$ cat src/fir_params.svh
/*
 * FIR filter sizing macros
 * data width, tap counts, product width and scale shift
 */
`ifndef FIR_PARAMS_SVH
`define FIR_PARAMS_SVH

// ******************************
// datapath widths
// ******************************

// sample width, also used for every internal add
`define FIR_DW 18

// full signed product of two samples
`define FIR_MULT_W 36

// ******************************
// filter shape
// ******************************

// total taps, odd length so there is one center tap
`define FIR_NTAPS 51

// mirrored pairs plus the center tap
`define FIR_NUNIQ 26

// arithmetic right shift applied to each product
`define FIR_SCALE 17

`endif

$ cat src/fir_pkg.sv
/*
 * shared FIR types: datapath word, sample, pair and product vectors
 * symmetric coefficient table
 */
`include "fir_params.svh"

package fir_pkg;

	// signed datapath word, elements of the vectors below stay signed
	typedef logic signed [`FIR_DW-1:0] word_t;

	// one sample with its strobe, 19 bits
	typedef struct packed {
		logic  valid;
		word_t data;
	} sample_t;

	// pre-added mirrored taps, index 25 is the bare center tap
	typedef struct packed {
		logic                    valid;
		word_t [`FIR_NUNIQ-1:0]  pair;
	} pair_vec_t;

	// scaled products, same order as the pairs
	typedef struct packed {
		logic                    valid;
		word_t [`FIR_NUNIQ-1:0]  prod;
	} prod_vec_t;

	// ******************************
	// coefficient table
	// ******************************

	// entry k weights taps k and 50-k, entry 25 the center tap
	localparam word_t COEFFS [`FIR_NUNIQ] = '{
		18'sd88,    18'sd0,     -18'sd97,   -18'sd197,
		-18'sd294,  -18'sd380,  -18'sd447,  -18'sd490,
		-18'sd504,  -18'sd481,  -18'sd420,  -18'sd319,
		-18'sd178,  18'sd0,     18'sd212,   18'sd451,
		18'sd710,   18'sd980,   18'sd1252,  18'sd1514,
		18'sd1756,  18'sd1971,  18'sd2147,  18'sd2278,
		18'sd2360,
		// peak of the impulse response
		18'sd2387
	};

endpackage

$ cat src/fir_tap_line.sv
/*
 * sample delay line with registered symmetric pre-add
 */
`timescale 1ns/1ps
`include "fir_params.svh"

module fir_tap_line (
	input  logic                clk,
	input  logic                reset,
	input  logic                i_clk_ena,
	input  fir_pkg::sample_t    i_sample,
	output fir_pkg::pair_vec_t  o_pairs
);

	// center tap sits at the midpoint of the line
	localparam int CENTER = (`FIR_NTAPS - 1) / 2;

	fir_pkg::word_t                    taps_q [`FIR_NTAPS];
	logic                              line_valid_q;
	fir_pkg::word_t [`FIR_NUNIQ-1:0]   pair_d;
	fir_pkg::word_t [`FIR_NUNIQ-1:0]   pair_q;
	logic                              pair_valid_q;

	// ******************************
	// delay line
	// ******************************

	// every enabled edge shifts, so invalid samples still fill history
	always_ff @(posedge clk or posedge reset) begin
		if (reset) begin
			for (int k = 0; k < `FIR_NTAPS; k++) begin
				taps_q[k] <= '0;
			end
			line_valid_q <= 1'b0;
		end else if (i_clk_ena) begin
			taps_q[0] <= i_sample.data;
			for (int k = 1; k < `FIR_NTAPS; k++) begin
				taps_q[k] <= taps_q[k-1];
			end
			line_valid_q <= i_sample.valid;
		end
	end

	// ******************************
	// symmetric pre-add
	// ******************************

	// fold tap k with its mirror, sum wraps at the word width
	always_comb begin
		for (int k = 0; k < CENTER; k++) begin
			pair_d[k] = taps_q[k] + taps_q[`FIR_NTAPS-1-k];
		end
		pair_d[CENTER] = taps_q[CENTER];
	end

	always_ff @(posedge clk) begin
		if (i_clk_ena) begin
			pair_q <= pair_d;
		end
	end

	always_ff @(posedge clk or posedge reset) begin
		if (reset) begin
			pair_valid_q <= 1'b0;
		end else if (i_clk_ena) begin
			pair_valid_q <= line_valid_q;
		end
	end

	assign o_pairs.valid = pair_valid_q;
	assign o_pairs.pair  = pair_q;

endmodule

$ cat config.mk
export PLATFORM = sky130hd
export DESIGN_NAME = fir_tap_line
export DESIGN_NICKNAME = d
export VERILOG_FILES = /design/src/fir_pkg.sv /design/src/fir_tap_line.sv
export VERILOG_INCLUDE_DIRS = /design/src
export SDC_FILE = /design/constraint.sdc
export NUM_CORES = 2
export LEC_CHECK = 0
export BUFFER_PORTS_ARGS = -buffer_cell sky130_fd_sc_hd__buf_2
export CAP_MARGIN = 20
export CORE_MARGIN = 1.5
export CORE_UTILIZATION = 45
export DETAILED_ROUTE_END_ITERATION = 12
export MAX_ROUTING_LAYER = met4
export PLACE_DENSITY_LB_ADDON = 0.3
export SLEW_MARGIN = 20
export SYNTH_ARGS = -nofsm -noshare
export SYNTH_HDL_FRONTEND = slang
export SYNTH_SLANG_ARGS = --single-unit
$ cat constraint.sdc
create_clock -name clk -period 61.3 [get_ports clk]
set_clock_uncertainty 0.05 [all_clocks]
set_input_delay 9.195 -clock clk [delete_from_list [all_inputs] [get_ports clk]]
set_output_delay 9.195 -clock clk [all_outputs]
set_load 0.02 [all_outputs]
==> impl_metrics.ini <==
[clock_network]
clk_pin_slew_ns = 0.06
root_buffer = clkbuf_16
hold_buffers = 0
clock_sinks = 1388
numCtsBuffers = 152
cts_tree = done
cts_resized = 0
clock_latency_ns = 0.79
post-cts-setup-buffer-count = 0
cts_max_path_buffers = 3
htreeDepth = 4

[logic_synthesis]
synthArstFlopShare = 0.663
synthSimpleGateAreaFrac = 0.0542
synth_edf_count = 468
ys_seq_elements = 1388
synthesis.nets = 5708
synthCells = 5236
ys_warn_count = 0
synth_xor_area_frac = 0.0462
yosysMostFrequentCell = dfrtp_1
avgSynthCellArea_um2 = 13.0
synthTopCellsByCount = 920 x dfrtp_1, 872 x mux2_2, 468 x edfxtp_1
ys_dominant_reg_cell = dfrtp_1
yosysTopAreaCell = dfrtp_1
synthTopCellsByArea = dfrtp_1 34%, edfxtp_1 21%, mux2_2 14%
synth_compound_area_frac = 0.104
syn_area_um2 = 67900
synth_top_area_frac = 0.339
muxShareOfSynthArea = 0.147
ys_types = 70
yosys.area_share.adder = 0.0857
synth_top_family_by_area = multiplexers
ys_seq_area_frac = 0.546

[finish]
drive_gt1_frac = 0.283
fin_cells = 7920
utilization = 0.519
fillers = 12800
syn2layout_area_growth_pct = 14.6
nets = 6244

[sta]
fmax_mhz = 77.0
grt_setup_unrepaired = no
slew_viol_final = 0
fin_hold_ws_ns = 0.427
period_share = 0.212
setup_viol = 0
finalSetupTns_ns = 0
tightest_slew_ns = 1.17
period_minus_slack_ns = 12.98
max_slew_margin = 0.221
finalHoldViolCount = 0

[place]
dpl.hpwl_um = 121000
portBuffers = 490
place_inst = 7633
globalplace.congestion = 0.903

[grt]
grt_pass1_wl_um = 249000
grt_start_max_net_pins = 185
antenna_found_initial = 7
track_usage = 0.217
grt_pass1_vias = 42600
overflow = 0

[routing]
first_iter_violations = 2857
vias = 43300
vias_per_cell = 5.47
routedWlPerCell_um = 20.6
ant_nets = 0
routed_wl_um = 163000
firstDrtPassIters = 6
remaining_drc_errors = 0

[setup_path]
start_kind = primary input
endpoint_kind = asynchronous set/reset pin
worstRegToRegCells = 10
regToRegSetupSlack_ns = 58.14
critPathKind = primary input to asynchronous set/reset pin
crit_arrival_ns = 13.64
r2r_start = taps_q[90]$_DFFE_PP0P_
required_ns = 61.96
r2r_end = o_pairs[104]$_DFFE_PP_
crit_fanout = 181

[min_path]
hold_path_depth = 0
hold_path_class = flop to flop
holdCritStartpoint = pair_d[466]$_DFFE_PP0P_
min_to = o_pairs[466]$_DFFE_PP_

[power_and_ir_drop]
p_leak_nw = 36.0
powerDensity_nw_per_um2 = 43.6
ir_drop_uv = 25.9

[flow_run]
maxCapViolCount = 0

[die]
row_count = 142
ios = 491
initial_core_util = 0.453
core_um2 = 150000
die_area_um2 = 153000
dieHeight_um = 391
die_width_um = 391

[status]
status = completed
worst max-delay path: stages:
cell and delay (ns):
buf_2 0.13, inv_8 0.37, buf_4 0.62, buf_4 0.68, buf_4 0.74, buf_4 0.72
buf_12 0.57
final cells by class:
class                      instances  area (µm²)  share of cell area
timing repair buffer             518        2730              0.0351
clock inverter                    82         966              0.0124
clock buffer                     203        4200              0.0540
antenna                            1        2.50           0.0000322
sequential                      1388       37100               0.477
multi-input combinational       3543       29600               0.381
tap                             2016        2520              0.0324
inverter                         169         642             0.00825
stage by stage:
| stage | total power (W) | worst slack (ns) | instance area, µm² |
|---|---|---|---|
| floorplan | 0.00209 | 26.19 | 67900 |
| global placement | 0.00245 | 47.52 | 72600 |
| detailed placement | 0.00247 | 47.43 | 72600 |
| CTS | 0.00343 | 48.29 | 77700 |
| global route | 0.00357 | 47.69 | 77800 |
| finish | 0.00339 | 48.32 | 77800 |
per-layer routing:
layer / wire length [µm] / track usage / vias to the layer above
li1: - / - / 20400
met2: 76400 / 0.336 / 1044
met1: 74700 / 0.296 / 21600
met4: 3940 / 0.0625 / 0
met3: 7960 / 0.0325 / 234
met5: 0 / - / -
placed cells by master (no fill, tap or decap), types with 38 or more instances in the layout:
cell / count
a21oi_1: 250
ha_1: 425
edfxtp_1: 468
nand2b_1: 38
clkbuf_16: 154
o21a_1: 97
inv_1: 168
mux2_2: 872
a211oi_1: 48
nor2b_1: 63
xor2_1: 104
nor3_1: 74
xnor2_1: 254
o21ai_0: 224
dfrtp_1: 920
a21o_1: 146
o21bai_1: 43
buf_2: 489
nor2_1: 250
nand3_1: 56
nand2_1: 205
cell families (layout without fill, tap and decap cells):
family	count (synthesis)	after routing
flip-flops	1388	1388
buffers and inverters	305	972
AO/OA/AOI/OAI	1057	1057
AND/OR/NAND/NOR	791	791
multiplexers	887	887
XOR/XNOR	358	358
other	0	1
adder cells (fa/ha/maj)	450	450
where the power goes:
group | internal [W] | switching, W
Combinational | 0.000419 | 0.000602
Sequential | 0.00125 | 0.000186
Clock | 0.000551 | 0.000387
Total | 0.00222 | 0.00118
worst max-delay path by stage:
stage,to,slack [ns],start
global placement,pair_d[464]$_DFFE_PP0P_,47.52,reset
floorplan,line_valid_q$_DFFE_PP0P_,26.19,reset
global route,taps_q[516]$_DFFE_PP0P_,47.69,reset
CTS,taps_q[430]$_DFFE_PP0P_,48.29,reset
detailed placement,pair_d[464]$_DFFE_PP0P_,47.43,reset
finish,taps_q[413]$_DFFE_PP0P_,48.32,reset
state kept, by name (all words and copies together), names as in the netlist:
register,count
pair_valid_q,1
line_valid_q,1
pair_d,18
taps_q,900
o_pairs,468
Note: power is estimated with default switching activity, not from simulation.
