File: src/fir_params.svh
/*
 * FIR filter sizing macros
 * data width, tap counts, product width and scale shift
 */
`ifndef FIR_PARAMS_SVH
`define FIR_PARAMS_SVH

// ******************************
// datapath widths
// ******************************

// sample width, also used for every internal add
`define FIR_DW 18

// full signed product of two samples
`define FIR_MULT_W 36

// ******************************
// filter shape
// ******************************

// total taps, odd length so there is one center tap
`define FIR_NTAPS 51

// mirrored pairs plus the center tap
`define FIR_NUNIQ 26

// arithmetic right shift applied to each product
`define FIR_SCALE 17

`endif

File: src/fir_pkg.sv
/*
 * shared FIR types: datapath word, sample, pair and product vectors
 * symmetric coefficient table
 */
`include "fir_params.svh"

package fir_pkg;

	// signed datapath word, elements of the vectors below stay signed
	typedef logic signed [`FIR_DW-1:0] word_t;

	// one sample with its strobe, 19 bits
	typedef struct packed {
		logic  valid;
		word_t data;
	} sample_t;

	// pre-added mirrored taps, index 25 is the bare center tap
	typedef struct packed {
		logic                    valid;
		word_t [`FIR_NUNIQ-1:0]  pair;
	} pair_vec_t;

	// scaled products, same order as the pairs
	typedef struct packed {
		logic                    valid;
		word_t [`FIR_NUNIQ-1:0]  prod;
	} prod_vec_t;

	// ******************************
	// coefficient table
	// ******************************

	// entry k weights taps k and 50-k, entry 25 the center tap
	localparam word_t COEFFS [`FIR_NUNIQ] = '{
		18'sd88,    18'sd0,     -18'sd97,   -18'sd197,
		-18'sd294,  -18'sd380,  -18'sd447,  -18'sd490,
		-18'sd504,  -18'sd481,  -18'sd420,  -18'sd319,
		-18'sd178,  18'sd0,     18'sd212,   18'sd451,
		18'sd710,   18'sd980,   18'sd1252,  18'sd1514,
		18'sd1756,  18'sd1971,  18'sd2147,  18'sd2278,
		18'sd2360,
		// peak of the impulse response
		18'sd2387
	};

endpackage

File: src/fir_coeff_mult.sv
/*
 * registered coefficient multiplies with product scaling
 */
`timescale 1ns/1ps
`include "fir_params.svh"

module fir_coeff_mult (
	input  logic                clk,
	input  logic                reset,
	input  logic                i_clk_ena,
	input  fir_pkg::pair_vec_t  i_pairs,
	output fir_pkg::prod_vec_t  o_prods
);

	logic signed [`FIR_MULT_W-1:0]     full_prod [`FIR_NUNIQ];
	logic signed [`FIR_MULT_W-1:0]     scaled    [`FIR_NUNIQ];
	fir_pkg::word_t [`FIR_NUNIQ-1:0]   prod_q;
	logic                              prod_valid_q;

	// ******************************
	// multiply and scale
	// ******************************

	// full width product, then arithmetic shift keeps the sign
	always_comb begin
		for (int k = 0; k < `FIR_NUNIQ; k++) begin
			full_prod[k] = $signed(i_pairs.pair[k]) * $signed(fir_pkg::COEFFS[k]);
			scaled[k]    = full_prod[k] >>> `FIR_SCALE;
		end
	end

	// low word only, upper bits drop
	always_ff @(posedge clk) begin
		if (i_clk_ena) begin
			for (int k = 0; k < `FIR_NUNIQ; k++) begin
				prod_q[k] <= scaled[k][`FIR_DW-1:0];
			end
		end
	end

	always_ff @(posedge clk or posedge reset) begin
		if (reset) begin
			prod_valid_q <= 1'b0;
		end else if (i_clk_ena) begin
			prod_valid_q <= i_pairs.valid;
		end
	end

	assign o_prods.valid = prod_valid_q;
	assign o_prods.prod  = prod_q;

endmodule

File: config.mk
export PLATFORM = sky130hd
export DESIGN_NAME = fir_coeff_mult
export DESIGN_NICKNAME = d
export VERILOG_FILES = /design/src/fir_pkg.sv /design/src/fir_coeff_mult.sv
export VERILOG_INCLUDE_DIRS = /design/src
export SDC_FILE = /design/constraint.sdc
export NUM_CORES = 2
export LEC_CHECK = 0
export BUFFER_PORTS_ARGS = -buffer_cell sky130_fd_sc_hd__buf_4
export CAP_MARGIN = 20
export CELL_PAD_IN_SITES_DETAIL_PLACEMENT = 0
export CELL_PAD_IN_SITES_GLOBAL_PLACEMENT = 1
export CORE_AREA = 4 4 474 476
export DETAILED_ROUTE_END_ITERATION = 8
export DIE_AREA = 0 0 478 480
export GPL_TIMING_DRIVEN = 0
export PLACE_DENSITY_LB_ADDON = 0.1
export SYNTH_ARGS = -nofsm -noshare
export SYNTH_HDL_FRONTEND = slang
export SYNTH_SLANG_ARGS = --single-unit
File: constraint.sdc
create_clock -name clk -period 1 [get_ports clk]
set_clock_uncertainty 0.15 [all_clocks]
set_input_delay 0.2 -clock clk [delete_from_list [all_inputs] [get_ports clk]]
set_output_delay 0.2 -clock clk [all_outputs]
set_load 0.01 [all_outputs]
==> results.md <==
Placed design
• count of input and output buffers: 868
• Post-DP Area: 90700 sq um
• HPWL after DPL: 174 mm
• routability congestion estimate from global placement: 0.854

GRT
• maximum number of pins on one net before global-route repair: 94
• antenna violations before repair: 58
• remaining global-route overflow: 0
• number of global-route vias before repair: 57800
• global-route wire length before repair: 316 mm
• overall routing resource usage: 0.174

Floorplan
• Placement Rows: 173
• I/O pin count: 941
• Vert. Die Dim: 480 microns
• Initial Utilization: 0.348
• area inside the core boundary: 221000 sq um
• die outline area: 229000 sq um
• Die W: 478 microns

Clock tree
• clock-pin slew on the worst setup and hold paths: 0.06 ns
• clock tree root driver cell: sky130_fd_sc_hd__clkbuf_16
• TritonCTS clock tree: done
• number of buffers on the longest clock path: 3
• clock buffer count from CTS: 47
• clock insertion delay at the later pin of the skew report: 0.64 ns
• TritonCTS Sinks: 280
• total of hold buffers inserted after clock tree synthesis: 10
• H-tree lvl count: 2

Power
• static leakage power: 50.8 nW
• power density cells: 2540 nW/um^2
• Peak supply drop: 1710 uV

Route
• number of detailed-routing iterations run before antenna repair: 5
• WL per Instance: 16.7 microns
• Post-DRT Antenna Nets: 0
• First DRT Iteration DRCs: 1212
• total number of vias: 52800
• wire length reported by the detailed router: 198 mm
• DRC errors left: 0
• average vias per placed instance: 4.44

Worst setup path
• arrival time worst endpoint: 4.82 ns
• r2r worst-path depth: 1
• kind of end point of the critical path: flop
• CP required: 1.25 ns
• peak fanout along the critical path: 4
• WS Path Type: in -> reg
• Setup crit start kind: input port

Flow run
• maximum capacitance violations: 0

STA
• final setup vio count: 991
• actual transition at the worst max-transition pin: 0.757 ns
• top achievable clock speed: 0.219 GHz
• Max-slew headroom: 0.495
• post-route setup slack: -3.57 ns
• Final period util: 4.57
• minimum clock period after layout: 4.57 ns
• Worst Hold Slack: -0.0512 ns
• setup repair after global routing missed its margin: true
• Final Hold Viols: 4
• Max Slew Vio Count: 0

Yosys
• Mapped Cells: 7649
• total of warnings raised by yosys: 0
• Mapped Avg Cell Area: 10.0 sq um
• EDFF count, synth: 279
• Async S/R FF share, synth: 0.00357
• synth unique cells: 77
• number of synthesized register bits: 280
• fraction of the yosys area taken by sequential cells: 0.109
• most instantiated flip-flop cell in the synthesis netlist: sky130_fd_sc_hd__edfxtp_1
• Netlist Area Pre-Place: 76800 sq um

Final layout
• share of layout cells above drive strength 1: 0.276
• nets: 12400
• fill cell count: 21300
• final core occ: 0.450
• final instance area: 99400 sq um
• combined area of the multi-input logic cells: 65100 sq um
• area delta synth->final: 29.4%
• area taken by flip-flops and latches: 8400 sq um

Worst hold path
• cell count of the worst hold path: 3
• Min-Delay Path Class: in -> reg

Run status
• status: complete, but fails checks
• violated checks: negative hold slack, negative setup slack

-- flip-flops by register name (all words and copies together), names as in the netlist --
name / flops
prod_valid_q: 1
o_prods: 279
-- metal layers --
metal  global-route usage  vias to the layer above  share of wire
met2                0.307                      691           0.50
met5                    0                        -        0.00097
li1                     -                    26100              -
met1                0.214                    25700           0.42
met4               0.0436                       30          0.026
met3               0.0402                      209          0.054
-- final timing paths --
kind / startpoint / end / slack, ns
worst max-delay path: i_pairs[170] / o_prods[170]$_DFFE_PP_ / -3.57
worst min-delay path: i_pairs[340] / o_prods[335]$_DFFE_PP_ / -0.05
worst max register to register: prod_valid_q$_DFFE_PP0P_ / prod_valid_q$_DFFE_PP0P_ / 0.11
worst min register to register: prod_valid_q$_DFFE_PP0P_ / prod_valid_q$_DFFE_PP0P_ / 0.36
max in group asynchronous: reset / prod_valid_q$_DFFE_PP0P_ / 0.25
min in group asynchronous: reset / prod_valid_q$_DFFE_PP0P_ / 0.36
-- synth_stat cells (all sizes together), types with 14 or more instances --
master / n / area, sq um
buf: 192 / 1430
nand2: 118 / 443
nand3: 56 / 280
nor2b: 33 / 206
a21o: 84 / 631
o21ai: 94 / 470
a31oi: 19 / 119
nor3: 69 / 345
a21oi: 200 / 1000
mux2: 19 / 214
fa: 1180 / 23600
a211o: 15 / 131
xnor2: 235 / 2060
ha: 1881 / 23500
xor2: 92 / 806
inv: 2471 / 9280
nor2: 211 / 792
or3: 14 / 92.6
o21a: 54 / 405
a211oi: 25 / 188
nand4: 32 / 200
o21bai: 17 / 128
and3: 22 / 138
mux2i: 21 / 210
edfxtp: 279 / 8380
and2: 23 / 144
nand2b: 23 / 144
-- stage by stage --
step                setup TNS (ns)  cells  hold slack (ns)  power, W  worst slack (ns)
global placement          -1874.90  11500           -0.104     0.198             -4.77
global route              -1368.91  11900          -0.0972     0.281             -3.65
floorplan                  -815.05   7684           -0.221     0.149             -3.98
detailed placement        -1197.31  11500           -0.101     0.198             -4.81
finish                    -1287.43  11900          -0.0512     0.252             -3.57
CTS                       -1299.30  11800           -0.152     0.239             -3.60
-- kinds of logic (layout without fill, tap and decap cells) --
logic type               count (synthesis)  after routing  synth area share
buffers and inverters                 2668           3864             0.140
AND/OR/NAND/NOR                        636            636            0.0396
multiplexers                            40             40           0.00552
XOR/XNOR                               327            327            0.0373
flip-flops                             280            280             0.109
AO/OA/AOI/OAI                          636            636            0.0547
other                                    1             62         0.0000488
adder cells (fa/ha/maj)               3061           3061             0.614
-- worst max-delay path, stage by stage --
cell,delay (ns)
sky130_fd_sc_hd__buf_12,0.11
sky130_fd_sc_hd__fa_1,0.48
sky130_fd_sc_hd__ha_1,0.30
sky130_fd_sc_hd__inv_2,0.04
sky130_fd_sc_hd__fa_1,0.47
sky130_fd_sc_hd__inv_1,0.05
sky130_fd_sc_hd__fa_1,0.45
sky130_fd_sc_hd__fa_1,0.54
sky130_fd_sc_hd__ha_4,0.21
sky130_fd_sc_hd__a211o_1,0.29
sky130_fd_sc_hd__a211o_1,0.29
sky130_fd_sc_hd__o21ai_4,0.23
sky130_fd_sc_hd__o211a_4,0.22
sky130_fd_sc_hd__nor3_4,0.05
sky130_fd_sc_hd__or3_4,0.38
sky130_fd_sc_hd__a21o_1,0.23
sky130_fd_sc_hd__a21oi_2,0.18
sky130_fd_sc_hd__xnor2_2,0.10
-- layout make-up --
class,instances,share of cell area
diodes,26,0.000655
multi-input cells,4736,0.655
plain buffers,196,0.0171
inverters,2472,0.0949
flip-flops and latches,280,0.0845
well taps,2975,0.0375
repair buffers,1108,0.0958
clock buffers,58,0.0125
clock inverters,30,0.00257
-- where the power goes --
| group | total (W) | internal (W) | switching, W |
|---|---|---|---|
| clock network | 0.0166 | 0.00955 | 0.00707 |
| registers | 0.0286 | 0.0251 | 0.00352 |
| logic | 0.207 | 0.102 | 0.105 |
-- placed cells by master (no fill, tap or decap), drive strengths merged, types with 21 or more instances in the layout --
master     n
a211oi    25
a21o      84
a21oi    200
and2      23
and3      22
buf     1290
clkbuf    62
conb      36
diode     26
edfxtp   279
fa      1180
ha      1881
inv     2471
mux2i     21
nand2    118
nand2b    23
nand3     56
nand4     32
nor2     211
nor2b     33
nor3      69
o21a      54
o21ai     94
xnor2    235
xor2      92
-- what timing repair did --
item / in CTS / in global routing
setup buffers: 135 / 107
hold endpoints to repair: 34 / 4
setup endpoints to repair: 895 / 986
gates resized for setup: 593 / 440
pin swaps: 438 / 336
Power figures use the tool's default switching activity.
