File: src/fir_params.svh
/*
 * FIR filter sizing macros
 * data width, tap counts, product width and scale shift
 */
`ifndef FIR_PARAMS_SVH
`define FIR_PARAMS_SVH

// ******************************
// datapath widths
// ******************************

// sample width, also used for every internal add
`define FIR_DW 18

// full signed product of two samples
`define FIR_MULT_W 36

// ******************************
// filter shape
// ******************************

// total taps, odd length so there is one center tap
`define FIR_NTAPS 51

// mirrored pairs plus the center tap
`define FIR_NUNIQ 26

// arithmetic right shift applied to each product
`define FIR_SCALE 17

`endif

File: src/fir_pkg.sv
/*
 * shared FIR types: datapath word, sample, pair and product vectors
 * symmetric coefficient table
 */
`include "fir_params.svh"

package fir_pkg;

	// signed datapath word, elements of the vectors below stay signed
	typedef logic signed [`FIR_DW-1:0] word_t;

	// one sample with its strobe, 19 bits
	typedef struct packed {
		logic  valid;
		word_t data;
	} sample_t;

	// pre-added mirrored taps, index 25 is the bare center tap
	typedef struct packed {
		logic                    valid;
		word_t [`FIR_NUNIQ-1:0]  pair;
	} pair_vec_t;

	// scaled products, same order as the pairs
	typedef struct packed {
		logic                    valid;
		word_t [`FIR_NUNIQ-1:0]  prod;
	} prod_vec_t;

	// ******************************
	// coefficient table
	// ******************************

	// entry k weights taps k and 50-k, entry 25 the center tap
	localparam word_t COEFFS [`FIR_NUNIQ] = '{
		18'sd88,    18'sd0,     -18'sd97,   -18'sd197,
		-18'sd294,  -18'sd380,  -18'sd447,  -18'sd490,
		-18'sd504,  -18'sd481,  -18'sd420,  -18'sd319,
		-18'sd178,  18'sd0,     18'sd212,   18'sd451,
		18'sd710,   18'sd980,   18'sd1252,  18'sd1514,
		18'sd1756,  18'sd1971,  18'sd2147,  18'sd2278,
		18'sd2360,
		// peak of the impulse response
		18'sd2387
	};

endpackage

File: src/fir_adder_tree.sv
/*
 * five level registered adder tree, 26 products down to one sum
 * bypass registers align odd leftovers
 */
`timescale 1ns/1ps
`include "fir_params.svh"

module fir_adder_tree (
	input  logic                clk,
	input  logic                reset,
	input  logic                i_clk_ena,
	input  fir_pkg::prod_vec_t  i_prods,
	output fir_pkg::sample_t    o_sample
);

	// node counts per level: 13, 7, 4, 2, 1
	localparam int L1_N  = (`FIR_NUNIQ + 1) / 2;
	localparam int L2_N  = (L1_N + 1) / 2;
	localparam int L3_N  = (L2_N + 1) / 2;
	localparam int L4_N  = (L3_N + 1) / 2;
	localparam int DEPTH = 5;

	fir_pkg::word_t  lvl1_q [L1_N];
	fir_pkg::word_t  lvl2_q [L2_N];
	fir_pkg::word_t  lvl3_q [L3_N];
	fir_pkg::word_t  lvl4_q [L4_N];
	fir_pkg::word_t  lvl5_q;
	logic [DEPTH-1:0] valid_q;

	// ******************************
	// level 1
	// ******************************

	// even count, neighbors pair up cleanly
	always_ff @(posedge clk) begin
		if (i_clk_ena) begin
			for (int k = 0; k < L1_N; k++) begin
				lvl1_q[k] <= i_prods.prod[2*k] + i_prods.prod[2*k+1];
			end
		end
	end

	// ******************************
	// levels 2 and 3
	// ******************************

	// 13 inputs, last one rides a bypass register
	always_ff @(posedge clk) begin
		if (i_clk_ena) begin
			for (int k = 0; k < L2_N - 1; k++) begin
				lvl2_q[k] <= lvl1_q[2*k] + lvl1_q[2*k+1];
			end
			lvl2_q[L2_N-1] <= lvl1_q[L1_N-1];
		end
	end

	// 7 inputs, same bypass trick
	always_ff @(posedge clk) begin
		if (i_clk_ena) begin
			for (int k = 0; k < L3_N - 1; k++) begin
				lvl3_q[k] <= lvl2_q[2*k] + lvl2_q[2*k+1];
			end
			lvl3_q[L3_N-1] <= lvl2_q[L2_N-1];
		end
	end

	// ******************************
	// levels 4 and 5
	// ******************************

	always_ff @(posedge clk) begin
		if (i_clk_ena) begin
			for (int k = 0; k < L4_N; k++) begin
				lvl4_q[k] <= lvl3_q[2*k] + lvl3_q[2*k+1];
			end
			// final sum wraps like every other add
			lvl5_q <= lvl4_q[0] + lvl4_q[1];
		end
	end

	// valid follows the data through all five levels
	always_ff @(posedge clk or posedge reset) begin
		if (reset) begin
			valid_q <= '0;
		end else if (i_clk_ena) begin
			valid_q <= {valid_q[DEPTH-2:0], i_prods.valid};
		end
	end

	assign o_sample.valid = valid_q[DEPTH-1];
	assign o_sample.data  = lvl5_q;

endmodule

File: config.mk
export PLATFORM = sky130hd
export DESIGN_NAME = fir_adder_tree
export DESIGN_NICKNAME = d
export VERILOG_FILES = /design/src/fir_pkg.sv /design/src/fir_adder_tree.sv
export VERILOG_INCLUDE_DIRS = /design/src
export SDC_FILE = /design/constraint.sdc
export NUM_CORES = 1
export LEC_CHECK = 0
export BUFFER_PORTS_ARGS = -buffer_cell sky130_fd_sc_hd__buf_2
export CORE_MARGIN = 1.5
export CORE_UTILIZATION = 25
export CTS_CLUSTER_DIAMETER = 120
export DETAILED_ROUTE_END_ITERATION = 7
export GPL_ROUTABILITY_DRIVEN = 1
export HOLD_SLACK_MARGIN = 0.08
export PLACE_DENSITY_LB_ADDON = 0.12
export RECOVER_POWER = 50
export SKIP_CTS_REPAIR_TIMING = 1
export SYNTH_ARGS = -nofsm -noshare
export SYNTH_HDL_FRONTEND = slang
export SYNTH_SLANG_ARGS = --single-unit
File: constraint.sdc
create_clock -name clk -period 4.9 [get_ports clk]
set_clock_uncertainty 0.1 [all_clocks]
set_input_delay 1.225 -clock clk [delete_from_list [all_inputs] [get_ports clk]]
set_output_delay 1.225 -clock clk [all_outputs]
set_load 0.01 [all_outputs]
==> parameters.txt <==
Parameter                              Value

Power
  Ratio of total power to cell area ... 504 nW/um^2
  P_leak ... 17.3 nW
  Worst-case vdd ir drop ... 0.000225 V

Synthesis
  Most area-hungry cell type in the Yosys netlist ... sky130_fd_sc_hd__edfxtp_1
  Post-Synth XOR/XNOR Area ... 9.76%
  Post-synth top area share ... 42.2%
  Register area share after synthesis ... 42.6%
  Cell with the most instances after synthesis ... sky130_fd_sc_hd__edfxtp_1
  Proportion of register bits with asynchronous set or reset after synthesis ... 1.02%
  EDFF count, synth ... 486
  Number of flip-flops and latches in the synthesized netlist ... 491
  Synthesized-area fraction occupied by adder cells ... 16.8%
  Post-synthesis compound-gate area fraction ... 19.6%
  Warning count from the yosys run ... 0
  Top FF cell, synth ... sky130_fd_sc_hd__edfxtp_1
  Average instance area after synthesis ... 10.8 um^2
  Main combinational cell family by area after synthesis ... compound AO/OA/AOI/OAI gates
  Net Count, Synth ... 4133
  Fraction of synthesized area in multiplexers ... 0.221%
  Top post-synthesis cells by area ... sky130_fd_sc_hd__edfxtp_1, sky130_fd_sc_hd__ha_1, sky130_fd_sc_hd__xnor2_1
  Number of distinct library cells after synthesis ... 69
  Netlist area before placement ... 34500 um^2
  Gate count of the mapped netlist ... 3211
  Top post-synthesis cells by count ... sky130_fd_sc_hd__edfxtp_1, sky130_fd_sc_hd__ha_1, sky130_fd_sc_hd__a21oi_1
  Simple-Gate Fraction of Synth Area ... 8.72%

Critical path
  Maximum fanout along the worst path ... 99
  CP endpoint kind ... flop
  Crit path from ... i_clk_ena
  Chain of cells forming the critical path ... clkbuf_2 -> clkbuf_2
  Max incr delay on CP ... 2.02 ns
  Arrival time at the worst endpoint ... 4.11 ns
  Critical path class ... in -> reg
  CP startpoint kind ... primary input
  FF-to-FF Start ... lvl1_q[1][0]$_DFFE_PP_
  CP max stage cell ... sky130_fd_sc_hd__clkbuf_2
  Required time at the endpoint of the critical path ... 5.05 ns
  Cell type with the highest occurrence count on the critical path ... sky130_fd_sc_hd__clkbuf_2
  Total buffers and inverters traversed by the critical path ... 2
  Top cell family by delay on the critical path ... buffers and inverters

Cells and area
  Layout-stage area growth over the synthesis result ... 19.8%
  Final cell area excluding filler cells ... 41400 um^2
  Antenna diode instance count ... 0
  Final #Nets ... 4683
  Ratio of cells with drive above 1 in the final layout ... 16.5%
  Fin cells ... 5606
  Final-layout fill cell count ... 14341

Floorplan
  Standard-cell rows ... 136
  Width of the chip ... 375 um
  Die area ... 140000 um^2
  Die height ... 375 um
  Count of boundary I/O pins ... 491
  Initial core utilization ... 25.2%
  Core area ... 137000 um^2

Placement
  RePlAce Congestion ... 0.797
  DPL Wire Length ... 77700 um
  Minimum setup slack after placement ... 0.448 ns
  Number of placed cells counting well taps ... 5486
  Number of port buffers ... 490
  Placed inst area ... 39300 um^2

STA
  Worst slew margin ... -110%
  Least-Margin Pin Slew ... 3.15 ns
  Post-route fraction of the period consumed by the critical path ... 80.8%
  Final Hold Slack ... 0.313 ns
  Final count of pins violating max slew ... 96
  Final number of setup-violating endpoints ... 0
  Final Hold Vio Count ... 0
  Post-route minimum period ... 3.96 ns
  Post-route worst setup slack ... 0.940 ns
  Highest clock frequency the design can meet ... 253 MHz
  Setup TNS after final layout ... 0 ns
  RSZ-0062 raised after global routing ... false

Global route
  Pin count of the biggest net entering global routing ... 100
  Global route overflow ... 0
  Number of antenna violations at the first check in global routing ... 4
  GRT Util Overall ... 13.4%
  Vias in the first global route ... 26278
  Wire length of the first global-routing pass ... 148000 um

Route
  Drt via density ... 4.60
  DRT antenna net count ... 0
  DR DRC count ... 0
  Violation count after the first detailed-routing iteration ... 1159
  Routed wire length per instance ... 17.0 um
  Detailed Routing Iterations Pass 1 ... 5
  Vias post-DR ... 25804
  Aggregate routed wire length ... 95400 um

Run
  Max-capacitance violation count ... 1

CTS
  Clock tree from TritonCTS ... built
  Master cell of the clock root buffer ... sky130_fd_sc_hd__clkbuf_16
  CTS sink count ... 491
  Clk slew on worst S/H paths ... 0.06 ns
  CTS HTree Levels ... 3
  Clock buffer count from CTS ... 67
  Max Buffers Root-to-Sink ... 3
  Later-pin clock latency in the skew report ... 0.62 ns

Min path
  Hold Startpoint ... lvl2_q[6][9]$_DFFE_PP_
  Path type of the worst min-delay path ... reg -> reg

Status
  Failing checks ... capacitance limit, slew limit
  Status ... complete, but fails checks
## final cells by class
cell class                 instances  area, um^2  area share (%)
tap                             1794        2240            5.43
timing repair buffer             510        2610            6.30
multi-input combinational       2510       19000            46.0
inverter                         181         679            1.64
clock buffer                      80        1770            4.27
clock inverter                    40         322           0.777
sequential                       491       14700            35.6
## metrics by stage
step	total power [W]	util (%)
final	0.0208	30.1
after global routing	0.0226	30.1
after CTS	0.0213	30.2
after detailed placement	0.0164	28.6
after global placement	0.0165	28.6
after floorplan	0.0136	-
## registers in the layout (all words and copies together), names as in the netlist
register and cells:
lvl1_q 234, lvl3_q 72, lvl4_q 36, valid_q 5, lvl5_q 18, lvl2_q 126
## power breakdown
group          leakage [nW]  switching (W)  internal (W)
Sequential             4.81       0.000632       0.00651
Clock                  1.02        0.00191       0.00275
Combinational          11.5        0.00508       0.00397
## worst register-to-register path: stages, from the launching register on
cell	delay, ns
sky130_fd_sc_hd__edfxtp_1	0.33
sky130_fd_sc_hd__ha_1	0.17
sky130_fd_sc_hd__inv_1	0.05
sky130_fd_sc_hd__fa_1	0.39
sky130_fd_sc_hd__nand2b_1	0.18
sky130_fd_sc_hd__a21oi_1	0.20
sky130_fd_sc_hd__o21ai_0	0.18
sky130_fd_sc_hd__a2111oi_0	0.81
sky130_fd_sc_hd__a2111o_1	0.22
sky130_fd_sc_hd__a21oi_1	0.08
sky130_fd_sc_hd__xnor2_1	0.13
## per-layer routing
metal | track usage (%) | share of wire, %
met1 | 18.0 | 48
met2 | 22.1 | 46
met3 | 2.20 | 3.6
met4 | 3.33 | 2.1
met5 | 0 | 0.019
## kinds of logic (layout without fill, tap and decap cells)
group,count (synthesis),count (layout)
adders and majority gates,450,450
DFF,491,491
and+or+nand+nor,635,635
muxes,7,7
xor gates and xnor gates,385,385
buffers and inverters,210,811
AOI/OAI and AO/OA,1033,1033
## path summary, 6_finish.rpt
path | end | slack, ns | depth (start not counted)
max | lvl1_q[0][121]$_DFFE_PP_ | 0.94 | 2
min | lvl3_q[3][9]$_DFFE_PP_ | 0.31 | 0
max reg2reg | lvl2_q[4][16]$_DFFE_PP_ | 1.81 | 10
min reg2reg | lvl3_q[3][9]$_DFFE_PP_ | 0.31 | 0
max in group asynchronous | valid_q[2]$_DFFE_PP0P_ | 4.12 | 2
min in group asynchronous | valid_q[4]$_DFFE_PP0P_ | 0.40 | 2
## layout by cell type (no fill, tap or decap), types with 11 or more instances in the layout
| cell | count |
|---|---|
| sky130_fd_sc_hd__edfxtp_1 | 486 |
| sky130_fd_sc_hd__buf_2 | 478 |
| sky130_fd_sc_hd__ha_1 | 425 |
| sky130_fd_sc_hd__a21oi_1 | 296 |
| sky130_fd_sc_hd__xnor2_1 | 272 |
| sky130_fd_sc_hd__nor2_1 | 197 |
| sky130_fd_sc_hd__inv_1 | 181 |
| sky130_fd_sc_hd__o21ai_0 | 167 |
| sky130_fd_sc_hd__a21o_1 | 159 |
| sky130_fd_sc_hd__nand2_1 | 145 |
| sky130_fd_sc_hd__xor2_1 | 113 |
| sky130_fd_sc_hd__clkbuf_16 | 69 |
| sky130_fd_sc_hd__o21a_1 | 65 |
| sky130_fd_sc_hd__nand3_1 | 60 |
| sky130_fd_sc_hd__nor3_1 | 58 |
| sky130_fd_sc_hd__a211oi_1 | 58 |
| sky130_fd_sc_hd__nor2b_1 | 49 |
| sky130_fd_sc_hd__a31oi_1 | 47 |
| sky130_fd_sc_hd__o21bai_1 | 45 |
| sky130_fd_sc_hd__clkbuf_1 | 29 |
| sky130_fd_sc_hd__nand4_1 | 25 |
| sky130_fd_sc_hd__fa_1 | 25 |
| sky130_fd_sc_hd__nand2b_1 | 23 |
| sky130_fd_sc_hd__o31ai_1 | 22 |
| sky130_fd_sc_hd__and3_1 | 19 |
| sky130_fd_sc_hd__a21boi_0 | 19 |
| sky130_fd_sc_hd__a211o_1 | 19 |
| sky130_fd_sc_hd__o211ai_1 | 18 |
| sky130_fd_sc_hd__a2111oi_0 | 18 |
| sky130_fd_sc_hd__a31o_2 | 15 |
| sky130_fd_sc_hd__a221oi_1 | 13 |
| sky130_fd_sc_hd__clkinv_2 | 13 |
| sky130_fd_sc_hd__a41oi_1 | 11 |
| sky130_fd_sc_hd__and2_1 | 11 |
| sky130_fd_sc_hd__clkinv_1 | 11 |
(Power assumes the default switching activity.)
